===== src/source/ttc_lite_pkg.sv =====
// --------------------------------------
// shared types and register map for the
// single channel lite timer counter
// imported by the register block and the
// top level, other blocks use scoped names
// --------------------------------------

package ttc_lite_pkg;

  // --------------------------------------
  // register offsets on the peripheral bus
  // --------------------------------------
  localparam logic [7:0] ADDR_CLK_CTRL   = 8'h00;
  localparam logic [7:0] ADDR_CNTR_CTRL  = 8'h0C;
  localparam logic [7:0] ADDR_COUNT      = 8'h18;
  localparam logic [7:0] ADDR_INTERVAL   = 8'h24;
  localparam logic [7:0] ADDR_MATCH      = 8'h30;
  localparam logic [7:0] ADDR_INT_STATUS = 8'h3C;
  localparam logic [7:0] ADDR_INT_EN     = 8'h48;

  // clock control, bit 0 is prescale_en
  // prescale tick period 2**(prescale_val+1) source events
  typedef struct packed {
    logic       ext_falling;
    logic       ext_sel;
    logic [3:0] prescale_val;
    logic       prescale_en;
  } clk_ctrl_t;

  // counter control, bit 0 is count_dis
  // restart is a level, served once per rising edge
  typedef struct packed {
    logic restart;
    logic match_en;
    logic decrement;
    logic interval_mode;
    logic count_dis;
  } cntr_ctrl_t;

  // one cycle event pulses from the counter
  // same bit order as the interrupt status and enable registers
  typedef struct packed {
    logic overflow;
    logic match;
    logic interval;
  } cnt_events_t;

endpackage


===== src/source/ttc_count_rst_lite.sv =====
// --------------------------------------
// count reset block
// owns the clock control register and
// turns a fresh restart level into a
// single cycle drop of count_en
// --------------------------------------

`timescale 1ns/100ps

module ttc_count_rst_lite (
  input  logic                     pclk11,
  input  logic                     n_p_reset11,
  input  logic [6:0]               pwdata,
  input  logic                     clk_ctrl_sel,
  input  logic                     restart,
  output logic                     count_en,
  output ttc_lite_pkg::clk_ctrl_t  clk_ctrl
);

  // set once the current restart level has been served
  logic restart_seen;

  // --------------------------------------
  // restart edge to count enable pulse
  // --------------------------------------
  always_ff @(posedge pclk11 or negedge n_p_reset11)
  begin
    if (!n_p_reset11)
    begin
      restart_seen <= 1'b0;
      // low for one cycle out of reset
      count_en     <= 1'b0;
    end
    else if (restart && !restart_seen)
    begin
      // fresh restart, clear prescaler and reload counter
      restart_seen <= 1'b1;
      count_en     <= 1'b0;
    end
    else
    begin
      // level held high does nothing more
      if (!restart)
      begin
        restart_seen <= 1'b0;
      end
      count_en <= 1'b1;
    end
  end

  // --------------------------------------
  // clock control register
  // --------------------------------------
  always_ff @(posedge pclk11 or negedge n_p_reset11)
  begin
    if (!n_p_reset11)
    begin
      clk_ctrl <= '0;
    end
    else if (clk_ctrl_sel)
    begin
      clk_ctrl <= pwdata;
    end
  end

endmodule


===== src/source/ttc_clk_enable_lite.sv =====
// --------------------------------------
// count tick generation
// picks pclk11 or a synchronized edge of
// ext_clk as source event, then divides
// by an optional power of two prescaler
// tick is combinational, one per event
// --------------------------------------

`timescale 1ns/100ps

module ttc_clk_enable_lite (
  input  logic                     pclk11,
  input  logic                     n_p_reset11,
  input  logic                     ext_clk,
  input  ttc_lite_pkg::clk_ctrl_t  clk_ctrl,
  input  logic                     count_en,
  input  logic                     count_dis,
  output logic                     tick
);

  // two flop synchronizer plus one delay stage for edge detect
  logic        ext_sync1;
  logic        ext_sync2;
  logic        ext_dly;
  logic        ext_edge;
  logic        src_event;
  // prescaler state
  logic [15:0] ps_cnt;
  logic [15:0] ps_mask;
  logic [16:0] ps_period;
  logic        ps_wrap;

  // --------------------------------------
  // external clock synchronizer
  // --------------------------------------
  always_ff @(posedge pclk11 or negedge n_p_reset11)
  begin
    if (!n_p_reset11)
    begin
      ext_sync1 <= 1'b0;
      ext_sync2 <= 1'b0;
      ext_dly   <= 1'b0;
    end
    else
    begin
      ext_sync1 <= ext_clk;
      ext_sync2 <= ext_sync1;
      ext_dly   <= ext_sync2;
    end
  end

  // edge chosen by ext_falling
  assign ext_edge  = clk_ctrl.ext_falling ? (ext_dly & ~ext_sync2) : (ext_sync2 & ~ext_dly);
  // pclk11 source gives an event every cycle
  assign src_event = clk_ctrl.ext_sel ? ext_edge : 1'b1;

  // mask of prescale_val+1 low bits
  assign ps_period = 17'd1 << ({1'b0, clk_ctrl.prescale_val} + 5'd1);
  assign ps_mask   = 16'(ps_period - 17'd1);
  assign ps_wrap   = (ps_cnt & ps_mask) == ps_mask;

  // --------------------------------------
  // prescale counter
  // --------------------------------------
  always_ff @(posedge pclk11 or negedge n_p_reset11)
  begin
    if (!n_p_reset11)
    begin
      ps_cnt <= '0;
    end
    else if (!count_en)
    begin
      ps_cnt <= '0;
    end
    else if (src_event && clk_ctrl.prescale_en && !count_dis)
    begin
      // restart count after the last event of a period
      ps_cnt <= ps_wrap ? 16'd0 : ps_cnt + 16'd1;
    end
  end

  // prescaler off passes every event
  assign tick = count_en & ~count_dis & src_event & (~clk_ctrl.prescale_en | ps_wrap);

endmodule


===== src/source/ttc_counter_lite.sv =====
// --------------------------------------
// up/down counter for one timer channel
// overflow or interval wrap, optional
// match compare, one cycle event pulses
// registered alongside the count update
// --------------------------------------

`timescale 1ns/100ps

module ttc_counter_lite #(
  parameter int CNT_WIDTH = 16
) (
  input  logic                       pclk11,
  input  logic                       n_p_reset11,
  input  logic                       count_en,
  input  logic                       tick,
  input  logic                       interval_mode,
  input  logic                       decrement,
  input  logic                       match_en,
  input  logic [CNT_WIDTH-1:0]       interval,
  input  logic [CNT_WIDTH-1:0]       match_val,
  output logic [CNT_WIDTH-1:0]       count,
  output ttc_lite_pkg::cnt_events_t  events
);

  localparam logic [CNT_WIDTH-1:0] ALL_ONES = '1;
  localparam logic [CNT_WIDTH-1:0] ONE      = CNT_WIDTH'(1);

  logic [CNT_WIDTH-1:0] start_val;
  logic [CNT_WIDTH-1:0] next_count;
  logic                 wrap_interval;
  logic                 wrap_overflow;

  // --------------------------------------
  // reload value while count_en is low
  // --------------------------------------
  always_comb
  begin
    if (!decrement)
    begin
      start_val = '0;
    end
    else if (interval_mode)
    begin
      start_val = interval;
    end
    else
    begin
      start_val = ALL_ONES;
    end
  end

  // --------------------------------------
  // next value and wrap detect
  // --------------------------------------
  always_comb
  begin
    wrap_interval = 1'b0;
    wrap_overflow = 1'b0;
    if (decrement)
    begin
      // counting down, wrap at zero
      if (count == '0)
      begin
        wrap_interval = interval_mode;
        wrap_overflow = ~interval_mode;
        next_count    = interval_mode ? interval : ALL_ONES;
      end
      else
      begin
        next_count = count - ONE;
      end
    end
    else
    begin
      // counting up, wrap at interval or all ones
      if (interval_mode && count == interval)
      begin
        wrap_interval = 1'b1;
        next_count    = '0;
      end
      else if (!interval_mode && count == ALL_ONES)
      begin
        wrap_overflow = 1'b1;
        next_count    = '0;
      end
      else
      begin
        next_count = count + ONE;
      end
    end
  end

  // --------------------------------------
  // count register and event pulses
  // --------------------------------------
  always_ff @(posedge pclk11 or negedge n_p_reset11)
  begin
    if (!n_p_reset11)
    begin
      count  <= '0;
      events <= '0;
    end
    else
    begin
      // pulses last a single cycle
      events <= '0;
      if (!count_en)
      begin
        count <= start_val;
      end
      else if (tick)
      begin
        count           <= next_count;
        events.interval <= wrap_interval;
        events.overflow <= wrap_overflow;
        // compare against the new value
        events.match    <= match_en && (next_count == match_val);
      end
    end
  end

endmodule


===== src/source/ttc_regs_lite.sv =====
// --------------------------------------
// register block on the peripheral bus
// decodes writes, keeps sticky interrupt
// status cleared on read, drives irq
// clock control lives in the count reset
// block and is only read back here
// --------------------------------------

`timescale 1ns/100ps

module ttc_regs_lite #(
  parameter int CNT_WIDTH = 16
) (
  input  logic                       pclk11,
  input  logic                       n_p_reset11,
  input  logic                       psel,
  input  logic                       penable,
  input  logic                       pwrite,
  input  logic [7:0]                 paddr,
  input  logic [31:0]                pwdata,
  input  logic [CNT_WIDTH-1:0]       count,
  input  ttc_lite_pkg::cnt_events_t  events,
  input  ttc_lite_pkg::clk_ctrl_t    clk_ctrl,
  output logic [31:0]                prdata,
  output logic                       clk_ctrl_sel,
  output ttc_lite_pkg::cntr_ctrl_t   cntr_ctrl,
  output logic [CNT_WIDTH-1:0]       interval,
  output logic [CNT_WIDTH-1:0]       match_val,
  output logic                       irq
);

  import ttc_lite_pkg::*;

  logic        wr_en;
  logic        rd_clr;
  cnt_events_t int_status;
  cnt_events_t int_en;

  // access phase strobes
  assign wr_en        = psel & penable & pwrite;
  assign rd_clr       = psel & penable & ~pwrite & (paddr == ADDR_INT_STATUS);
  assign clk_ctrl_sel = wr_en & (paddr == ADDR_CLK_CTRL);

  // --------------------------------------
  // writable registers
  // --------------------------------------
  always_ff @(posedge pclk11 or negedge n_p_reset11)
  begin
    if (!n_p_reset11)
    begin
      cntr_ctrl <= '0;
      interval  <= '0;
      match_val <= '0;
      int_en    <= '0;
    end
    else if (wr_en)
    begin
      case (paddr)
        ADDR_CNTR_CTRL: cntr_ctrl <= pwdata[4:0];
        ADDR_INTERVAL:  interval  <= pwdata[CNT_WIDTH-1:0];
        ADDR_MATCH:     match_val <= pwdata[CNT_WIDTH-1:0];
        ADDR_INT_EN:    int_en    <= pwdata[2:0];
        default:        ;
      endcase
    end
  end

  // sticky status, a new event beats the read clear
  always_ff @(posedge pclk11 or negedge n_p_reset11)
  begin
    if (!n_p_reset11)
    begin
      int_status <= '0;
    end
    else
    begin
      int_status <= (rd_clr ? '0 : int_status) | events;
    end
  end

  assign irq = |(int_status & int_en);

  // --------------------------------------
  // read mux, zero when not selected
  // --------------------------------------
  always_comb
  begin
    prdata = '0;
    if (psel)
    begin
      case (paddr)
        ADDR_CLK_CTRL:   prdata = 32'(clk_ctrl);
        ADDR_CNTR_CTRL:  prdata = 32'(cntr_ctrl);
        ADDR_COUNT:      prdata = 32'(count);
        ADDR_INTERVAL:   prdata = 32'(interval);
        ADDR_MATCH:      prdata = 32'(match_val);
        ADDR_INT_STATUS: prdata = 32'(int_status);
        ADDR_INT_EN:     prdata = 32'(int_en);
        default:         prdata = '0;
      endcase
    end
  end

endmodule


===== src/source/ttc_timer_lite.sv =====
// --------------------------------------
// top level of the lite timer counter
// bus registers, count reset, tick
// generation and the counter itself
// CNT_WIDTH set here, 8 to 32 bits
// --------------------------------------

`timescale 1ns/100ps

module ttc_timer_lite #(
  parameter int CNT_WIDTH = 16
) (
  input  logic        pclk11,
  input  logic        n_p_reset11,
  input  logic        psel,
  input  logic        penable,
  input  logic        pwrite,
  input  logic [7:0]  paddr,
  input  logic [31:0] pwdata,
  input  logic        ext_clk,
  output logic [31:0] prdata,
  output logic        irq
);

  import ttc_lite_pkg::*;

  // block interconnect
  logic                 clk_ctrl_sel;
  logic                 count_en;
  logic                 tick;
  clk_ctrl_t            clk_ctrl;
  cntr_ctrl_t           cntr_ctrl;
  cnt_events_t          events;
  logic [CNT_WIDTH-1:0] interval;
  logic [CNT_WIDTH-1:0] match_val;
  logic [CNT_WIDTH-1:0] count;

  ttc_regs_lite #(
    .CNT_WIDTH (CNT_WIDTH)
  ) regs_i (
    .pclk11       (pclk11),
    .n_p_reset11  (n_p_reset11),
    .psel         (psel),
    .penable      (penable),
    .pwrite       (pwrite),
    .paddr        (paddr),
    .pwdata       (pwdata),
    .count        (count),
    .events       (events),
    .clk_ctrl     (clk_ctrl),
    .prdata       (prdata),
    .clk_ctrl_sel (clk_ctrl_sel),
    .cntr_ctrl    (cntr_ctrl),
    .interval     (interval),
    .match_val    (match_val),
    .irq          (irq)
  );

  // clock control takes the low seven data bits
  ttc_count_rst_lite count_rst_i (
    .pclk11       (pclk11),
    .n_p_reset11  (n_p_reset11),
    .pwdata       (pwdata[6:0]),
    .clk_ctrl_sel (clk_ctrl_sel),
    .restart      (cntr_ctrl.restart),
    .count_en     (count_en),
    .clk_ctrl     (clk_ctrl)
  );

  ttc_clk_enable_lite clk_enable_i (
    .pclk11      (pclk11),
    .n_p_reset11 (n_p_reset11),
    .ext_clk     (ext_clk),
    .clk_ctrl    (clk_ctrl),
    .count_en    (count_en),
    .count_dis   (cntr_ctrl.count_dis),
    .tick        (tick)
  );

  ttc_counter_lite #(
    .CNT_WIDTH (CNT_WIDTH)
  ) counter_i (
    .pclk11        (pclk11),
    .n_p_reset11   (n_p_reset11),
    .count_en      (count_en),
    .tick          (tick),
    .interval_mode (cntr_ctrl.interval_mode),
    .decrement     (cntr_ctrl.decrement),
    .match_en      (cntr_ctrl.match_en),
    .interval      (interval),
    .match_val     (match_val),
    .count         (count),
    .events        (events)
  );

endmodule


===== config.mk =====
export PLATFORM = sky130hd
export DESIGN_NAME = ttc_timer_lite
export DESIGN_NICKNAME = d
export VERILOG_FILES = /design/src/source/ttc_lite_pkg.sv /design/src/source/ttc_count_rst_lite.sv /design/src/source/ttc_clk_enable_lite.sv /design/src/source/ttc_counter_lite.sv /design/src/source/ttc_regs_lite.sv /design/src/source/ttc_timer_lite.sv
export SDC_FILE = /design/constraint.sdc
export NUM_CORES = 1
export LEC_CHECK = 0
export BUFFER_PORTS_ARGS = -buffer_cell sky130_fd_sc_hd__buf_4
export CAP_MARGIN = 25
export CELL_PAD_IN_SITES_DETAIL_PLACEMENT = 0
export CELL_PAD_IN_SITES_GLOBAL_PLACEMENT = 2
export CORE_MARGIN = 10
export CORE_UTILIZATION = 36
export CTS_CLUSTER_DIAMETER = 60
export DETAILED_ROUTE_END_ITERATION = 8
export PLACE_DENSITY_LB_ADDON = 0.12
export SYNTH_ARGS = -nofsm -noshare
export SYNTH_HDL_FRONTEND = slang
export SYNTH_SLANG_ARGS = --single-unit

===== constraint.sdc =====
create_clock -name pclk11 -period 3.85 [get_ports pclk11]
set_input_delay 0.385 -clock pclk11 [delete_from_list [all_inputs] [get_ports pclk11]]
set_output_delay 0.385 -clock pclk11 [all_outputs]
set_load 0.01 [all_outputs]

# == After elaboration in Yosys (flattened, before gate mapping) ==
# Index checks and enable logic that the tools add are counted.
# word_totals
register_bits,90
in_bits,46
output_inout_bits,33
elab_cells,110
# classes
n_addsub,5
n_eq_ne,13
shifts,1
mux,28
bitwise,20
reduce_logical,16
# ops
op,count
$mux W16,11
$pmux W16 S7,1
$eq A16 B16 Y1,3
$add A16 B1 Y16 const B,2
$mux W32,1
$sub A16 B1 Y16 const B,2
$eq A8 B6 Y1 const B,3
$and A16 B16 Y16,1
$eq A16 B16 Y1 const B,1
$logic_not A16 Y1,1
$shl A1 B5 Y16 const A,1
$mux W1,12
$and A1 B1 Y1,10
$mux W3,3
$eq A8 B4 Y1 const B,1
$eq A8 B5 Y1 const B,1
$eq A8 B7 Y1 const B,1
$logic_not A8 Y1,1
$reduce_and A2 Y1,4
$logic_and A1 B1 Y1,6
$ne A2 B1 Y1 const B,3
$not A1 Y1,6
$add A4 B1 Y5 const B,1
$and A3 B3 Y3,1
other kinds (4),6

# == Longest topological paths before layout ==
# Gate-level depths: netlist (run 1).
# depth
depth_word,9
depth_mapped,14
depth_no_buf,11

# == By module ==
# From an unflattened synthesis (run 1), not the netlist that was laid out.
# unflattened
hier_cells,721
area_unflattened_um2,6720.2
# by_module_without_submodules
mod,instances,cells_each,area_per_inst_um2,seq_area_each_um2
ttc_counter_lite,1,340,2503.7,475.5
ttc_regs_lite,1,196,2404.8,1076.0
ttc_clk_enable_lite,1,166,1460.2,475.5
ttc_count_rst_lite,1,19,351.6,225.2

# == Worst setup path after synthesis (run 1) ==
# No wires, ideal clock.
# synth_path
path_kind,register to register
from,register count_rst_i.clk_ctrl[3] (netlist name)
to,register clk_enable_i.ps_cnt[10]
setup_ns,0.134
arrival_time_ns,2.926
t_required_ns,3.716
slack_ns,0.790
path_stages_with_launch,15
path_buffers,3
period_less_slack_ns,3.060
path_cell_list,dfrtp_1 clkbuf_1 nor2_1 nand2_1 ha_1 clkbuf_1 nor2b_1 mux2i_1 o2111ai_1 or4_1 o211ai_1 clkbuf_1 o21ai_0 nand2_1 o21ai_0
# synth_between
elab_chain_len,8
# synth_rtl
item,line,rtl
$add A4 B1 Y5 (*),ttc_clk_enable_lite.sv:58,"assign ps_period = 17'd1 << ({1'b0, clk_ctrl.prescale_val} + 5'd1);"
$shl A1 B5 Y16 (*),ttc_clk_enable_lite.sv:58,
$sub A16 B1 Y16 (*),ttc_clk_enable_lite.sv:59,assign ps_mask = 16'(ps_period - 17'd1);
$and A16 B16 Y16,ttc_clk_enable_lite.sv:60,assign ps_wrap = (ps_cnt & ps_mask) == ps_mask;
$eq A16 B16 Y1 (*),ttc_clk_enable_lite.sv:60,
$mux W16 (*),ttc_clk_enable_lite.sv:78,ps_cnt <= ps_wrap ? 16'd0 : ps_cnt + 16'd1;
$mux W16 (*),ttc_clk_enable_lite.sv:75,else if (src_event && clk_ctrl.prescale_en && !count_dis)
$mux W16 (*),ttc_clk_enable_lite.sv:71,else if (!count_en)
to (signal assigned),ttc_clk_enable_lite.sv:78,
to (decl),ttc_clk_enable_lite.sv:28,logic [15:0] ps_cnt;
# Every way passes the cells marked *; elsewhere a longest branch is shown, timed or not. The select of a mux whose other input is x is not followed.
# A chain may end at the register's enable or synchronous reset.

# == Worst setup path in the final report (run 1) ==
# layout_path
from,register counter_i.count[4]
to,register counter_i.events[1] (netlist name)
# layout_between
elab_chain_len,9
word_cells_on_any_way,15
classes_between,add/sub: 2; eq/ne: 3; mux: 6; reduce/logical: 4
# layout_rtl
item,line,rtl
from (decl),ttc_counter_lite.sv:22,"output logic [CNT_WIDTH-1:0] count,"
from (signal assigned),ttc_counter_lite.sv:110,count <= start_val;
from (signal assigned),ttc_counter_lite.sv:114,count <= next_count;
branches (longest 4 deep; another with $add A16 B1 Y16),--,
$mux W16 (*),ttc_counter_lite.sv:60,if (decrement)
$eq A16 B16 Y1 (*),ttc_counter_lite.sv:118,events.match <= match_en && (next_count == match_val);
$logic_and A1 B1 Y1 (*),ttc_counter_lite.sv:118,
$mux W3 (*),ttc_counter_lite.sv:112,else if (tick)
$mux W3 (*),ttc_counter_lite.sv:108,if (!count_en)
# Every way passes the cells marked *.

==> results.md, run 1 <==
* First-pass GRT wire length at 36800 µm
* Synth Instances at 764
* CTS H-tree lvls at 3
* Avg Synthesized Cell Area at 8.76 µm²
* Ys flop type: dfrtp_1
* Synth Area in XOR/XNOR at 6.94%
* Flop pwr share at 36.0%
* Placed wire-length estimate at 17600 µm
* DRC violations left at 0
* Worst slew pin tran at 870 ps
* Worst IR Drop VDD at 279 µV
* Most frequent cell after synthesis: dfrtp_1
* Post_cts resized at 0
* Distinct cell type count of the synthesized netlist at 78
* Maxcap violations at 0
* # diodes at 0
* Final TNS setup at 0 ps
* Layout cell share with drive strength beyond 1 at 20.5%
* Port Buffers at 46
* CTS Sinks at 90
* WL met3 at 1510 µm
* Initial Utilization at 36.9%
* Skew final at 19.0 ps
* Top Layer Used: met4
* CTS Buffer Depth at 2
* CTS Buf Count at 9
* RSZ-0062 raised after global routing: no
* Hold Vio Cnt, Final at 0
* DR vias at 6256
* Final setup viols at 0
* Sw power at 1.42 mW
* Die X at 156 µm
* Synthesized area at 0.00669 mm²
* Largest family of logic cells by synthesized area: simple AND/OR/NAND/NOR gates
* CTS Hold Buffers Added at 0
* Die area at 0.0244 mm²
* Met2 Routed Length at 10400 µm
* Asr flop ratio synth at 100%
* Clock transition at the registers of the reported paths at 70 ps
* Crit. End Element: flop
* Combinational share of power at 37.4%
* # nets final at 857
* CP delay by family, top: simple AND/OR/NAND/NOR gates
* Root Driver: clkbuf_16
* DRT Wirelength at 23600 µm
* Top cells by count, synth: dfrtp_1 (90), nand2_1 (60), nor2_1 (52)
* Warnings, synthesis at 0
* Overflow after GRT at 0
* Pwr Density at 453 mW/mm²
* Status: complete, no violations
* Vias in the first global route at 6074
* GP Congestion at 0.977
* Metal-1 WL at 11200 µm
* Setup bufs post-CTS at 0
* Total global-route track usage at 19.2%
* Synthesis-stage register bit count at 90
* Slowest stage delay, CP at 650 ps
* Top cells by area, synth: dfrtp_1 (34%), mux2_2 (7.9%), xnor2_1 (4.6%), nand2_1 (3.4%), o21ai_0 (3.0%)
* Core footprint at 0.0181 mm²
* Wire length per cell at 22.7 µm
* Synth Area in Compound Gates at 19.4%
* Final min period at 3320 ps
* Via density at 6.02
* Total power at 3.46 mW
* Crit path max-delay cell type: dfrtp_1
* Clock power frac at 26.6%
* Critical Path Fanout Max at 14
* Crit path buffers/inverters at 0
* Clock latency at the later pin of the worst-skew pair at 370 ps
* Num rows at 49
* Die H at 156 µm
* Slew HR at 42.0%
* Place WS at 669 ps
* CTS tree: built
* DRT Pass-1 Iters at 6
* Final Max Tran Viols at 0
* Placed Area at 0.00734 mm²
* Initial DRC Count at 775
* Net Sw Frac at 40.9%
* Startpoint type of the worst setup path: flop
* Hold crit path type: in2reg
* I/O pin count at 79
* Final Cell Area at 0.00764 mm²
* Post-Synth Adder-Cell Area at 0.935%
* Sequential area share after synthesis at 33.7%
* Arrival time worst endpoint at 3590 ps
* Detail Route Antenna Nets at 0
* CP Cell Sequence: or4_4, nor4_4, a211oi_1, a311oi_2, a32oi_1, a2bb2oi_1, nand4_1, nor4_2
* Final core occ at 42.1%
* Antenna violations before repair at 0
* Mux share of post-synthesis cell area at 9.41%
* Area growth from synthesis to layout at 14.2%
* Simple-gate share of the synthesized area at 23.0%
* Final worst-path cycle share at 86.3%
* Synth area leader: dfrtp_1
* Static leakage at 3.23 nW
* WS Path Type: reg2reg
* Final worst slack at 526 ps
* Max Clock Freq at 301 MHz
* Pin count of the biggest net entering global routing at 67
* Crit path required time at 4110 ps
* P_int at 2.05 mW
* Yosys top cell area share at 33.7%
* Post-synth EDFFs at 0
[final timing paths]
kind                                           to              startpoint  cells past startpoint  slack, ps
max reg2reg                   counter_i.events[1]      counter_i.count[4]                      8        530
min                        clk_enable_i.ext_sync1                 ext_clk                      1        140
max                           counter_i.events[1]      counter_i.count[4]                      8        530
max in group asynchronous     regs_i.match_val[8]             n_p_reset11                      2       2830
min in group asynchronous  clk_enable_i.ext_sync1             n_p_reset11                      1        150
min reg2reg                clk_enable_i.ext_sync2  clk_enable_i.ext_sync1                      0        360
[sequential cells by signal (all words and copies together) (netlist names)]
name,cells
clk_enable_i.ps_cnt,16
counter_i.count,16
regs_i.interval,16
regs_i.match_val,16
count_rst_i.clk_ctrl,7
regs_i.cntr_ctrl,5
counter_i.events,3
regs_i.int_en,3
regs_i.int_status,3
clk_enable_i.ext_dly,1
clk_enable_i.ext_sync1,1
clk_enable_i.ext_sync2,1
count_rst_i.count_en,1
count_rst_i.restart_seen,1
[per-stage QoR]
stage               std cells  hold WS (ps)
finish                   1040           139
global route             1040           129
CTS                      1040           131
detailed placement       1024           348
global placement         1024           340
floorplan                 779          89.4
[logic make-up (layout without fill, tap and decap cells)]
group | count (synthesis) | count (layout)
AND/OR/NAND/NOR | 277 | 277
buffers and inverters | 90 | 122
AO/OA/AOI/OAI | 190 | 190
adder cells (fa/ha/maj) | 5 | 5
multiplexers | 57 | 57
XOR/XNOR | 53 | 53
flip-flops | 90 | 90
other | 2 | 17
[layout make-up]
| type | instances | area (µm²) |
|---|---|---|
| Clock buffer | 9 | 225 |
| Clock inverter | 7 | 72.6 |
| Fill cell | 1816 | 10500 |
| Inverter | 19 | 71.3 |
| Multi-Input combinational cell | 599 | 4070 |
| Sequential cell | 90 | 2250 |
| Tap cell | 229 | 287 |
| Timing Repair Buffer | 87 | 666 |
[worst register-to-register path: stages, from the launching register on]
cell       delay, ps
dfrtp_1          650
or4_4            640
nor4_4           500
a211oi_1         170
a311oi_2         360
a32oi_1          120
a2bb2oi_1        260
nand4_1          220
nor4_2           310
[metal layers]
layer,GRT usage (%),up-vias
li1,-,2877
met4,6.16,0
met3,3.18,32
met5,0,-
met2,28.3,235
met1,27.9,3112
[power by group through the flow]
stage	Sequential, mW	Clock [mW]	Combinational, mW
finish	1.25	0.923	1.30
global route	1.25	0.980	1.42
CTS	1.23	0.943	1.28
detailed placement	1.25	0	1.27
global placement	1.25	0	1.27
floorplan	1.09	0	1.01
[cell usage in the layout, fill, tap and decap left out, types with 5 or more instances in the layout]
cell	synthesis	final
nor4_1	5	5
a211oi_1	7	7
xor2_1	18	18
a21o_1	6	6
buf_4	17	86
nand4_1	16	16
nor3_1	14	13
or3_1	7	7
inv_1	18	18
a21oi_1	32	32
nand2b_1	27	27
o21ai_1	5	5
o22ai_1	11	11
o21ai_0	40	40
mux2_2	47	47
dfrtp_1	90	90
and4_1	7	7
nor3b_1	7	7
nand3_1	24	24
mux2i_1	10	10
and3_1	17	17
conb_1	2	17
nand2_1	60	60
and2_1	8	8
o21a_1	5	5
a22oi_1	13	13
a31oi_1	15	15
ha_1	5	5
xnor2_1	35	35
nor2_1	52	52
a222oi_1	15	15
clkbuf_16	0	9
(Power assumes the default switching activity.)
==> run 2: changes to the inputs <==
- CELL_PAD_IN_SITES_DETAIL_PLACEMENT: 0 -> 1
- CELL_PAD_IN_SITES_GLOBAL_PLACEMENT: 2 -> 1
- CORE_UTILIZATION: 36 -> 39
- SKIP_LAST_GASP: default -> 1
==> run 2 against run 1 <==
Effect of this change: critical path depth increased by 3; utilization rose by 3.7 points; global-route usage increased by 3.4 points; sequential cell count unchanged.
==> results.md, run 2 (synthesized netlist as in run 1, its figures left out) <==
* Final min period at 3310 ps
* Skew final at 11.3 ps
* Static leakage at 3.25 nW
* CP Cell Sequence: nor2_1, nand2_1, ha_1, nor2b_1, mux2i_1, o2111ai_1, or4_1, o22a_1, buf_4, or3_1, a31o_1
* Slowest stage delay, CP at 570 ps
* Critical Path Fanout Max at 25
* Final TNS setup at 0 ps
* Crit path buffers/inverters at 1
* DRC violations left at 0
* Clock transition at the registers of the reported paths at 70 ps
* Maxcap violations at 0
* Pin count of the biggest net entering global routing at 77
* Pwr Density at 455 mW/mm²
* Worst r2r path cells at 11
* Arrival time worst endpoint at 3550 ps
* Die area at 0.0228 mm²
* Final setup viols at 0
* Root Driver: clkbuf_16
* Area taken by multi-input logic gates at 0.00407 mm²
* Commonest non-fill, non-tap cell in the layout: dfrtp_1
* Initial Utilization at 40.1%
* Worst R2R End: counter_i.count[0]
* Core footprint at 0.0167 mm²
* Hold Vio Cnt, Final at 0
* CTS Buffer Depth at 2
* Worst slew pin tran at 961 ps
* Placed wire-length estimate at 19100 µm
* Wire length per cell at 24.4 µm
* DR vias at 6355
* I/O pin count at 79
* Worst reg2reg setup slack at 540 ps
* Fillers at 2001
* Max Clock Freq at 302 MHz
* # diodes at 0
* Detail Route Antenna Nets at 0
* Crit Reg-Reg Startpoint: count_rst_i.clk_ctrl[2]
* Final Max Tran Viols at 0
* GP Congestion at 1.01
* Layout cell share with drive strength beyond 1 at 20.5%
* RSZ-0062 raised after global routing: no
* CP delay by family, top: simple AND/OR/NAND/NOR gates
* Total power at 3.48 mW
* Num rows at 47
* Status: complete, no violations
* Initial DRC Count at 602
* Hold crit path type: in2reg
* CP Depth at 11
* Crit. End Element: flop
* Slew HR at 35.9%
* Vias in the first global route at 6754
* DRT Wirelength at 25200 µm
* DRT Pass-1 Iters at 5
* First-pass GRT wire length at 39800 µm
* Antenna violations before repair at 0
* CTS H-tree lvls at 3
* Crit path max-delay cell type: or4_1
* Sequential Area at 0.00225 mm²
* Total global-route track usage at 22.6%
* Place WS at 591 ps
* Overflow after GRT at 0
* Setup bufs post-CTS at 0
* Via density at 6.15
* CTS Buf Count at 9
* Worst IR Drop VDD at 251 µV
* Clock latency at the later pin of the worst-skew pair at 350 ps
* Most frequent cells in the layout: dfrtp_1 (90), buf_4 (87), nand2_1 (60), nor2_1 (52), mux2_2 (47)
* Area growth from synthesis to layout at 14.4%
* Port Buffers at 46
* Die X at 151 µm
* # nets final at 859
* Die H at 151 µm
* Startpoint type of the worst setup path: flop
* WS Path Type: reg2reg
* CTS Sinks at 90
* Post_cts resized at 0
* Critical Path Start: count_rst_i.clk_ctrl[2]
* Crit path to: counter_i.count[0]
* Final worst-path cycle share at 85.9%
* CTS tree: built
* Final worst slack at 544 ps
* Crit path required time at 4090 ps
-- run 2: report_power, final --
group	internal [mW]	switching (mW)
clock network	0.508	0.401
registers	1.01	0.206
logic	0.576	0.772
total	2.10	1.38
-- run 2: worst min-delay path by stage --
stage                                 startpoint                     end  slack [ps]  cells after the start
after global routing                     ext_clk  clk_enable_i.ext_sync1         150                      1
after floorplan                      n_p_reset11    clk_enable_i.ext_dly          90                      0
after CTS                                ext_clk  clk_enable_i.ext_sync1         150                      1
after global placement    clk_enable_i.ext_sync1  clk_enable_i.ext_sync2         340                      0
final                                    ext_clk  clk_enable_i.ext_sync1         160                      1
after detailed placement  clk_enable_i.ext_sync1  clk_enable_i.ext_sync2         340                      0
-- run 2: what timing repair did --
item | 4_1_cts | 5_1_grt
setup endpoints to repair | 0 | 0
endpoints found under the hold margin | 0 | 5
hold buffers | 0 | 1
-- run 2: per-stage QoR --
stage / utilization (%) / hold WS (ps) / instances / instance area (µm²)
final: 45.8 / 160 / 1033 / 7650
after global routing: 45.8 / 149 / 1033 / 7650
after CTS: 45.6 / 153 / 1031 / 7620
after detailed placement: 43.8 / 338 / 1015 / 7320
after global placement: 43.8 / 341 / 1015 / 7320
after floorplan: - / 89.4 / 779 / 6750
-- run 2: worst reg2reg max path, stage by stage, from the launching register on --
cell,delay (ps)
dfrtp_1,380
nor2_1,220
nand2_1,100
ha_1,310
nor2b_1,210
mux2i_1,150
o2111ai_1,130
or4_1,570
o22a_1,220
buf_4,240
or3_1,430
a31o_1,230
-- run 2: layout make-up --
class,count,share of cell area (%)
Clock buffer,9,2.94
Clock inverter,7,0.981
Inverter,19,0.932
Multi-Input combinational cell,599,53.1
Sequential cell,90,29.4
Tap cell,220,3.60
Timing Repair Buffer,89,9.02
-- run 2: layer usage --
layer	part of all wire (%)	GRT usage, %	vias up
li1	-	-	2873
met1	45	31.3	3244
met2	46	35.5	206
met3	6.6	3.82	32
met4	1.9	6.06	0
met5	0	0	-
==> run 3: changes to the inputs <==
- REMOVE_ABC_BUFFERS: default -> 1
==> run 3 against run 2 <==
Effect of this change: critical endpoint unchanged; highest routed layer unchanged; hold slack lost 22 ps; final cell count decreased by 0.77%; die area stayed put; largest power group unchanged; critical path type unchanged; sequential share of layout area grew 0.18 points.
==> results.md, run 3 (synthesized netlist as in run 1, its figures left out) <==
* Clock transition at the registers of the reported paths at 70 ps
* DR vias at 6310
* Die H at 151 µm
* Core footprint at 0.0167 mm²
* Static leakage at 3.21 nW
* Detail Route Antenna Nets at 0
* Most frequent cells in the layout: dfrtp_1 (90), buf_4 (82), nand2_1 (60), nor2_1 (52), mux2_2 (47)
* Placed Area at 0.00729 mm²
* DRT Pass-1 Iters at 6
* CTS tree: built
* Total global-route track usage at 21.8%
* Sequential Area at 0.00225 mm²
* Final Cell Area at 0.00761 mm²
* Critical Path Fanout Max at 16
* Hold crit path type: in2reg
* Die area at 0.0228 mm²
* First-pass GRT wire length at 38600 µm
* Hold Vio Cnt, Final at 0
* Flop pwr share at 35.8%
* Worst slew pin tran at 995 ps
* WS Path Type: reg2reg
* GP Congestion at 0.979
* Final worst-path cycle share at 85.7%
* Clock power frac at 28.2%
* CTS H-tree lvls at 3
* Via density at 6.16
* Net Sw Frac at 38.2%
* Sw power at 1.32 mW
* Final setup viols at 0
* CTS Hold Buffers Added at 0
* Arrival time worst endpoint at 3540 ps
* Setup bufs post-CTS at 0
* Combinational share of power at 36.0%
* Worst IR Drop VDD at 222 µV
* Crit path buffers/inverters at 0
* # nets final at 852
* Initial DRC Count at 502
* Crit path max-delay cell type: or4_1
* Max Clock Freq at 303 MHz
* Port Buffers at 46
* Status: complete, no violations
* Crit path required time at 4090 ps
* Pwr Density at 452 mW/mm²
* Initial Utilization at 40.1%
* Skew final at 8.27 ps
* Die X at 151 µm
* Clock latency at the later pin of the worst-skew pair at 350 ps
* Root Driver: clkbuf_16
* Area growth from synthesis to layout at 13.7%
* Slowest stage delay, CP at 550 ps
* CP delay by family, top: simple AND/OR/NAND/NOR gates
* DRC violations left at 0
* Area taken by multi-input logic gates at 0.00407 mm²
* RSZ-0062 raised after global routing: no
* Final TNS setup at 0 ps
* CTS Sinks at 90
* Post_cts resized at 0
* CTS Buf Count at 9
* Final Max Tran Viols at 0
* Commonest non-fill, non-tap cell in the layout: dfrtp_1
* Num rows at 47
* P_int at 2.13 mW
* CP Cell Sequence: nor2_1, nand2_1, ha_1, nor2b_1, mux2i_1, o2111ai_1, or4_1, o22a_1, or3_1, a31o_1
* Maxcap violations at 0
* Overflow after GRT at 0
* CTS Buffer Depth at 2
* Placed wire-length estimate at 18200 µm
* DRT Wirelength at 24300 µm
* Layout cell share with drive strength beyond 1 at 19.8%
* Final min period at 3300 ps
* Vias in the first global route at 6740
* Crit. End Element: flop
* # diodes at 0
* Pin count of the biggest net entering global routing at 68
* Fillers at 1964
* Wire length per cell at 23.7 µm
* Antenna violations before repair at 0
* Startpoint type of the worst setup path: flop
* Slew HR at 33.5%
* I/O pin count at 79
## run 3: changes by cell type in the layout (fill, tap and decap cells not counted), sizes merged
cell,delta
dlygate4sd3,-1
buf,-6
clkinv,-3
inv,-2
clkinvlp,+1
bufinv,+1
clkbuf,+2
## run 3: area by class of cell
cell class	instances	area share (%)
Sequential cell	90	29.6
Clock buffer	11	3.19
Clock inverter	4	1.00
Inverter	19	0.937
Multi-Input combinational cell	599	53.6
Tap cell	220	3.62
Timing Repair Buffer	82	8.09
## run 3: path summary, 6_finish.rpt
kind / from / end / slack, ps / depth (start not counted)
worst max-delay path: count_rst_i.clk_ctrl[1] / counter_i.count[0] / 550 / 10
worst min-delay path: ext_clk / clk_enable_i.ext_sync1 / 140 / 1
worst max register to register: count_rst_i.clk_ctrl[1] / counter_i.count[0] / 550 / 10
worst min register to register: clk_enable_i.ext_sync1 / clk_enable_i.ext_sync2 / 360 / 0
max in group asynchronous: n_p_reset11 / clk_enable_i.ps_cnt[4] / 2830 / 2
min in group asynchronous: n_p_reset11 / regs_i.interval[7] / 150 / 1
## run 3: power by group through the flow
stage	registers (mW)	clock network [mW]	logic [mW]
floorplan	1.21	0	0.814
detailed placement	1.24	0	1.22
global route	1.25	1.04	1.37
finish	1.23	0.972	1.24
global placement	1.24	0	1.19
CTS	1.23	0.989	1.22
## run 3: stage by stage
step | hold slack [ps] | power, mW | util [%] | worst slack, ps | std cells
detailed placement | 347 | 2.46 | 43.6 | 581 | 1010
floorplan | 89.4 | 2.02 | - | 592 | 708
finish | 138 | 3.44 | 45.5 | 552 | 1025
CTS | 126 | 3.44 | 45.5 | 562 | 1025
global placement | 333 | 2.43 | 43.6 | 586 | 1010
global route | 127 | 3.66 | 45.5 | 314 | 1025
## run 3: routing by layer
metal	global-route usage, %	vias to the layer above	routed length (µm)
met3	3.67	40	1360
li1	-	2855	-
met2	35.7	196	11800
met5	0	-	0
met4	8.08	0	677
met1	28.2	3219	10500
